[config.mk]
export PLATFORM = sky130hd
export DESIGN_NAME = ex_dual_lane
export DESIGN_NICKNAME = d
export VERILOG_FILES = /design/src/ex_pkg.sv /design/src/ex_alu_lane.sv /design/src/ex_merge_fifo.sv /design/src/ex_dual_lane.sv
export VERILOG_INCLUDE_DIRS = /design/src
export SDC_FILE = /design/constraint.sdc
export NUM_CORES = 2
export LEC_CHECK = 0
export BUFFER_PORTS_ARGS = -buffer_cell sky130_fd_sc_hd__buf_2
export CELL_PAD_IN_SITES_DETAIL_PLACEMENT = 1
export CELL_PAD_IN_SITES_GLOBAL_PLACEMENT = 1
export CORE_MARGIN = 2
export CORE_UTILIZATION = 42
export DETAILED_ROUTE_END_ITERATION = 8
export MAX_ROUTING_LAYER = met4
export PLACE_DENSITY_LB_ADDON = 0.15
export SYNTH_ARGS = -nofsm -noshare
export SYNTH_HDL_FRONTEND = slang
export SYNTH_HIERARCHICAL = 1
export SYNTH_SLANG_ARGS = --single-unit
[constraint.sdc]
create_clock -name clock -period 5.9 [get_ports clock]
set_clock_uncertainty 0.15 [all_clocks]
set_input_delay 1.18 -clock clock [delete_from_list [all_inputs] [get_ports clock]]
set_output_delay 1.18 -clock clock [all_outputs]
set_load 0.05 [all_outputs]
[src/ex_macros.svh]
`ifndef EX_MACROS_SVH
`define EX_MACROS_SVH

// operand and result width
`define EX_XLEN 32

// destination register index width
`define EX_REG_BITS 5

// merge FIFO entry count, pointer width follows from it
`define EX_FIFO_DEPTH 8

`endif

[src/ex_pkg.sv]
`include "ex_macros.svh"

package ex_pkg;

    // 4-bit operation code seen by each execute lane
    typedef enum logic [3:0] {
        ALU_ADD = 4'd0,
        ALU_SUB = 4'd1,
        ALU_AND = 4'd2,
        ALU_OR  = 4'd3,
        ALU_XOR = 4'd4,
        ALU_SLT = 4'd5, // signed compare
        ALU_SLL = 4'd6,
        ALU_SRL = 4'd7,
        ALU_BEQ = 4'd8,
        ALU_BNE = 4'd9
    } alu_op_t;

    // one executed instruction on its way to memory/writeback
    typedef struct packed {
        logic                      valid;       // single-cycle strobe
        logic [`EX_XLEN-1:0]       npc;
        logic [`EX_XLEN-1:0]       alu_result;
        logic [`EX_REG_BITS-1:0]   dest_reg;
        logic                      take_branch;
        logic                      lane;        // issuing lane, 0 or 1
    } ex_packet_t;

endpackage

[src/ex_alu_lane.sv]
`timescale 1ns/1ns
`include "ex_macros.svh"

module ex_alu_lane import ex_pkg::*; (
    input  logic                      clock,
    input  logic                      reset,
    input  logic                      issue,
    input  alu_op_t                   op,
    input  logic [`EX_XLEN-1:0]       pc,
    input  logic [`EX_XLEN-1:0]       rs1,
    input  logic [`EX_XLEN-1:0]       rs2,
    input  logic [`EX_REG_BITS-1:0]   dest,
    input  logic                      lane_id,
    output ex_packet_t                packet
);

    logic [`EX_XLEN-1:0]     result;
    logic                    take;
    logic                    slt_lt;
    logic [4:0]              shamt;
    logic [`EX_XLEN-1:0]     npc;

    // registered packet
    logic                    valid_q;
    logic [`EX_XLEN-1:0]     npc_q;
    logic [`EX_XLEN-1:0]     result_q;
    logic [`EX_REG_BITS-1:0] dest_q;
    logic                    take_q;
    logic                    lane_q;

    assign shamt  = rs2[4:0];                       // low five bits only
    assign slt_lt = $signed(rs1) < $signed(rs2);

    always_comb begin
        result = '0;
        take   = 1'b0;
        case (op)
            ALU_ADD: result = rs1 + rs2;
            ALU_SUB: result = rs1 - rs2;
            ALU_AND: result = rs1 & rs2;
            ALU_OR:  result = rs1 | rs2;
            ALU_XOR: result = rs1 ^ rs2;
            ALU_SLT: result = {{(`EX_XLEN-1){1'b0}}, slt_lt};
            ALU_SLL: result = rs1 << shamt;
            ALU_SRL: result = rs1 >> shamt;
            ALU_BEQ: take = (rs1 == rs2);           // result stays zero
            ALU_BNE: take = (rs1 != rs2);
            default: begin
                result = '0;
                take   = 1'b0;
            end
        endcase
    end

    // branch target is pc relative, offset carried in rs2
    assign npc = take ? (pc + rs2) : (pc + `EX_XLEN'(4));

    always_ff @(posedge clock) begin
        if (reset) begin
            valid_q <= 1'b0;
        end else begin
            valid_q <= issue;                       // strobe, one cycle only
        end
    end

    always_ff @(posedge clock) begin
        if (issue) begin
            npc_q    <= npc;
            result_q <= result;
            dest_q   <= dest;
            take_q   <= take;
            lane_q   <= lane_id;
        end
    end

    assign packet = '{
        valid:       valid_q,
        npc:         npc_q,
        alu_result:  result_q,
        dest_reg:    dest_q,
        take_branch: take_q,
        lane:        lane_q
    };

endmodule

[src/ex_merge_fifo.sv]
`timescale 1ns/1ns
`include "ex_macros.svh"

module ex_merge_fifo import ex_pkg::*; (
    input  logic       clock,
    input  logic       reset,
    input  ex_packet_t in_old,     // lane 0, older when both arrive
    input  ex_packet_t in_young,   // lane 1
    output ex_packet_t out_packet
);

    localparam int CNT_W = $clog2(`EX_FIFO_DEPTH) + 1;

    ex_packet_t mem      [`EX_FIFO_DEPTH];
    ex_packet_t next_mem [`EX_FIFO_DEPTH];

    logic [CNT_W-1:0] count;       // number of stored entries
    logic [CNT_W-1:0] next_count;
    logic [CNT_W-1:0] base;        // first free slot after the head leaves
    logic [CNT_W-1:0] sum;

    logic       empty;
    logic       any_in;
    logic       both_in;
    ex_packet_t first_in;

    // packets to be written this cycle, a goes before the young input
    logic       store_a;
    logic       store_b;
    ex_packet_t pkt_a;

    assign empty    = (count == '0);
    assign any_in   = in_old.valid | in_young.valid;
    assign both_in  = in_old.valid & in_young.valid;
    assign first_in = in_old.valid ? in_old : in_young;

    // head, or the oldest arriving packet when nothing is stored
    always_comb begin
        if (!empty) begin
            out_packet = mem[0];
        end else if (any_in) begin
            out_packet = first_in;
        end else begin
            out_packet = '0;
        end
    end

    always_comb begin
        if (empty) begin
            // first arrival bypasses, only a second one is kept
            store_a = both_in;
            store_b = 1'b0;
            pkt_a   = in_young;
            base    = '0;
        end else begin
            store_a = any_in;
            store_b = both_in;
            pkt_a   = first_in;
            base    = count - CNT_W'(1);
        end
    end

    assign sum = base + CNT_W'(store_a) + CNT_W'(store_b);

    // anything beyond the last slot is dropped
    assign next_count = (sum > CNT_W'(`EX_FIFO_DEPTH)) ? CNT_W'(`EX_FIFO_DEPTH) : sum;

    always_comb begin
        for (int i = 0; i < `EX_FIFO_DEPTH; i++) begin
            next_mem[i] = mem[i];
        end

        if (!empty) begin
            for (int i = 0; i < `EX_FIFO_DEPTH - 1; i++) begin
                next_mem[i] = mem[i + 1];           // shift down past the head
            end
        end

        for (int i = 0; i < `EX_FIFO_DEPTH; i++) begin
            if (store_a && (i == int'(base))) begin
                next_mem[i] = pkt_a;
            end else if (store_b && (i == int'(base) + 1)) begin
                next_mem[i] = in_young;
            end
        end
    end

    always_ff @(posedge clock) begin
        if (reset) begin
            count <= '0;
        end else begin
            count <= next_count;
        end
    end

    always_ff @(posedge clock) begin
        for (int i = 0; i < `EX_FIFO_DEPTH; i++) begin
            mem[i] <= next_mem[i];
        end
    end

endmodule

[src/ex_dual_lane.sv]
`timescale 1ns/1ns
`include "ex_macros.svh"

module ex_dual_lane import ex_pkg::*; (
    input  logic                      clock,
    input  logic                      reset,

    input  logic                      lane0_issue,
    input  alu_op_t                   lane0_op,
    input  logic [`EX_XLEN-1:0]       lane0_pc,
    input  logic [`EX_XLEN-1:0]       lane0_rs1,
    input  logic [`EX_XLEN-1:0]       lane0_rs2,
    input  logic [`EX_REG_BITS-1:0]   lane0_dest,

    input  logic                      lane1_issue,
    input  alu_op_t                   lane1_op,
    input  logic [`EX_XLEN-1:0]       lane1_pc,
    input  logic [`EX_XLEN-1:0]       lane1_rs1,
    input  logic [`EX_XLEN-1:0]       lane1_rs2,
    input  logic [`EX_REG_BITS-1:0]   lane1_dest,

    output logic                      retire_valid,
    output logic [`EX_XLEN-1:0]       retire_npc,
    output logic [`EX_XLEN-1:0]       retire_result,
    output logic [`EX_REG_BITS-1:0]   retire_dest,
    output logic                      retire_take_branch,
    output logic                      retire_lane
);

    ex_packet_t lane0_packet;
    ex_packet_t lane1_packet;
    ex_packet_t retire_packet;

    // lane 0 always carries the older instruction
    ex_alu_lane u_lane0 (
        .clock   (clock),
        .reset   (reset),
        .issue   (lane0_issue),
        .op      (lane0_op),
        .pc      (lane0_pc),
        .rs1     (lane0_rs1),
        .rs2     (lane0_rs2),
        .dest    (lane0_dest),
        .lane_id (1'b0),
        .packet  (lane0_packet)
    );

    ex_alu_lane u_lane1 (
        .clock   (clock),
        .reset   (reset),
        .issue   (lane1_issue),
        .op      (lane1_op),
        .pc      (lane1_pc),
        .rs1     (lane1_rs1),
        .rs2     (lane1_rs2),
        .dest    (lane1_dest),
        .lane_id (1'b1),
        .packet  (lane1_packet)
    );

    ex_merge_fifo u_merge (
        .clock      (clock),
        .reset      (reset),
        .in_old     (lane0_packet),
        .in_young   (lane1_packet),
        .out_packet (retire_packet)
    );

    assign retire_valid       = retire_packet.valid;
    assign retire_npc         = retire_packet.npc;
    assign retire_result      = retire_packet.alu_result;
    assign retire_dest        = retire_packet.dest_reg;
    assign retire_take_branch = retire_packet.take_branch;
    assign retire_lane        = retire_packet.lane;

endmodule

==> results_dict.tcl <==
set metrics [dict create \
    ys.flop_type "edfxtp_1" \
    wl_per_cell_um 31.9 \
    hold_viol 0 \
    worstPathRequired_ps 4570 \
    dp_hpwl_um 172000 \
    clockBufferDepth 3 \
    start_util_pct 42.2 \
    p_leak_nw 22.8 \
    fin_nets 6346 \
    grt_pass1_wl_um 349000 \
    internal-power_w 0.0152 \
    r2r_cells 10 \
    end_kind "output port" \
    yosysWarnings 6 \
    die_area_mm2 0.131 \
    seqPwrFrac_pct 37.2 \
    first_pass_iters 6 \
    rsz0062_at_grt "no" \
    fin_tns_setup_ps 0 \
    cp_num_cells 8 \
    tightest_slew_ps 1220 \
    syn_avg_cell_area_um2 9.22 \
    routed_wl_um 242000 \
    swShare_pct 43.4 \
    cp.buffers_inverters 4 \
    post_cts_buffers 0 \
    hold_buffers 0 \
    slowest_delay_ps 600 \
    netSwitchingPower_w 0.0116 \
    vias_per_cell 6.59 \
    critPathSlowestCell "dfxtp_1" \
    cts_resized 0 \
    cts.sinks 724 \
    crit_path_start_kind "flip-flop" \
    synth_top_area_share_pct 40.2 \
    core_mm2 0.127 \
    final_cell_mix "742 x nor2_1, 718 x edfxtp_1, 505 x a21oi_1" \
    async_flop_share_pct 0 \
    design_area_mm2 0.0590 \
    slew_headroom_pct 17.8 \
    die_w_um 361 \
    crit_type "flip-flop to output port" \
    cap_violations 0 \
    whs_path_depth 1 \
    vias 49900 \
    path_clk_slew_ps 60 \
    p_per_area_mw_per_mm2 454 \
    drive_gt1_share_pct 14.1 \
    postSynthCellCount 5819 \
    synth_area_mm2 0.0536 \
    grt_usage_pct 37.1 \
    dpl-instance-area_mm2 0.0564 \
    dpl_worst_slack_ps 459 \
    yosysSeqAreaShare_pct 40.4 \
    cts_tree "yes" \
    grt_start_max_net_pins 89 \
    grt-ovfl-total 0 \
    status "complete, no violations" \
    drv_slew 0 \
    holdCritPathClass "flip-flop to flip-flop" \
    synth_edf_count 718 \
    synth_cell_type_count 106 \
    cts_max_level 3 \
    grt_pass1_vias 49400 \
    io_pins 286 \
    finalSetupViolations 0 \
    cp.arrival_ps 3670 \
    cp_max_fo 56 \
    syn_nets 6329 \
    path_cells "inv_1 > ha_1 > nor3b_4 > inv_6 > buf_12 > a221oi_1 > nor2_1 > buf_2" \
    io_buffers 285 \
    final.period_utilization_pct 84.8 \
    fp-row-count 131 \
    max_freq_mhz 200 \
    final_common_cell "nor2_1" \
    drcViolationCount 0 \
    peakVddDrop_v 0.000427 \
    clock_latency_ps 710 \
    die_h_um 361 \
    synthToLayoutAreaGrowth_pct 10.1 \
    cp_top_family "buffers and inverters" \
    yosysTopAreaCell "edfxtp_1" \
    ys_top_cells_by_area "edfxtp_1 40%, ha_1 6.8%, nor2_1 5.2%" \
    comb_power_share_pct 43.9 \
    root_buffer "clkbuf_16" \
    pwr-share-clk_pct 18.9 \
    place_congestion 1.01 \
    final.setup.worst_slack_ps 897 \
    first_iter_violations 5376 \
    antenna_left 0 \
    fin_crit_ps 5000 \
    ys_ff_latch 724 \
    cts_buffers 83 \
    power.total_w 0.0268 \
    antenna_found_initial 17 \
]
==> flip-flops by register name, summed over array words and instances, names as in the netlist, 4 cells and up <==
signal	count
u_merge/count	4
u_lane1/npc_q	32
u_lane1/dest_q	5
u_merge/mem	576
u_lane0/result_q	32
u_lane0/npc_q	32
u_lane0/dest_q	5
u_lane1/result_q	32
==> cells in the mapped netlist, drive strengths merged (87+ instances only) <==
library cell and count:
buf 186, nor2 747, xnor2 105, a31oi 103, edfxtp 718, mux2i 91, ha 290, nand3 88
a221oi 109, inv 290, nand2 425, o21ai 323, nand2b 108, a21oi 509, a221o 87, o22ai 310
clkbuf 300
==> area by class of cell <==
type	instances	area, um2
antenna	13	32.5
clock buffer	101	2190
clock inverter	47	392
fill	14500	68200
inverter	295	1120
multi-input combinational	4314	29000
sequential	724	21700
tap	1662	2080
timing repair buffer	418	2580
==> power by group through the flow <==
stage / clock network, W / registers [W] / logic (W)
6_report: 0.00507 / 0.00999 / 0.0118
4_1_cts: 0.00513 / 0.00998 / 0.0116
5_1_grt: 0.00531 / 0.0102 / 0.0124
3_3_place_gp: 0 / 0.00994 / 0.0113
2_1_floorplan: 0 / 0.00971 / 0.00775
3_5_place_dp: 0 / 0.0101 / 0.0116
==> cell families (layout without fill, tap and decap cells) <==
family / Yosys count / after routing / synth area share (%)
AO/OA/AOI/OAI: 1910 / 1910 / 23.7
other: 2 / 15 / 0.0140
buffers and inverters: 781 / 861 / 6.02
AND/OR/NAND/NOR: 1717 / 1717 / 14.5
flip-flops: 724 / 724 / 40.4
adder cells (fa/ha/maj): 296 / 296 / 6.99
XOR/XNOR: 162 / 162 / 2.65
multiplexers: 227 / 227 / 5.76
==> final timing paths <==
| check | start | slack, ps | to |
|---|---|---|---|
| hold / removal | u_merge/mem[0][287] | 360 | u_merge/mem[0][215] |
| setup / recovery | u_merge/count[0] | 900 | retire_result[30] |
| hold reg to reg | u_merge/mem[0][287] | 360 | u_merge/mem[0][215] |
| setup reg to reg | u_merge/count[0] | 1600 | u_merge/mem[0][118] |
==> through the flow <==
step / util, % / instances / hold slack (ps)
global route: 46.4 / 7572 / 363
global placement: 44.4 / 7413 / 335
CTS: 46.4 / 7561 / 357
floorplan: - / 5819 / 327
finish: 46.4 / 7574 / 357
detailed placement: 44.4 / 7413 / 340
==> routing by layer <==
metal	vias up	GRT usage, %	wire length, um
li1	21800	-	-
met1	25400	48.9	103000
met2	2314	57.5	110000
met3	428	5.89	18800
met4	0	14.2	10100
met5	-	-	0
No activity file was read; power rests on OpenSTA's default activity.
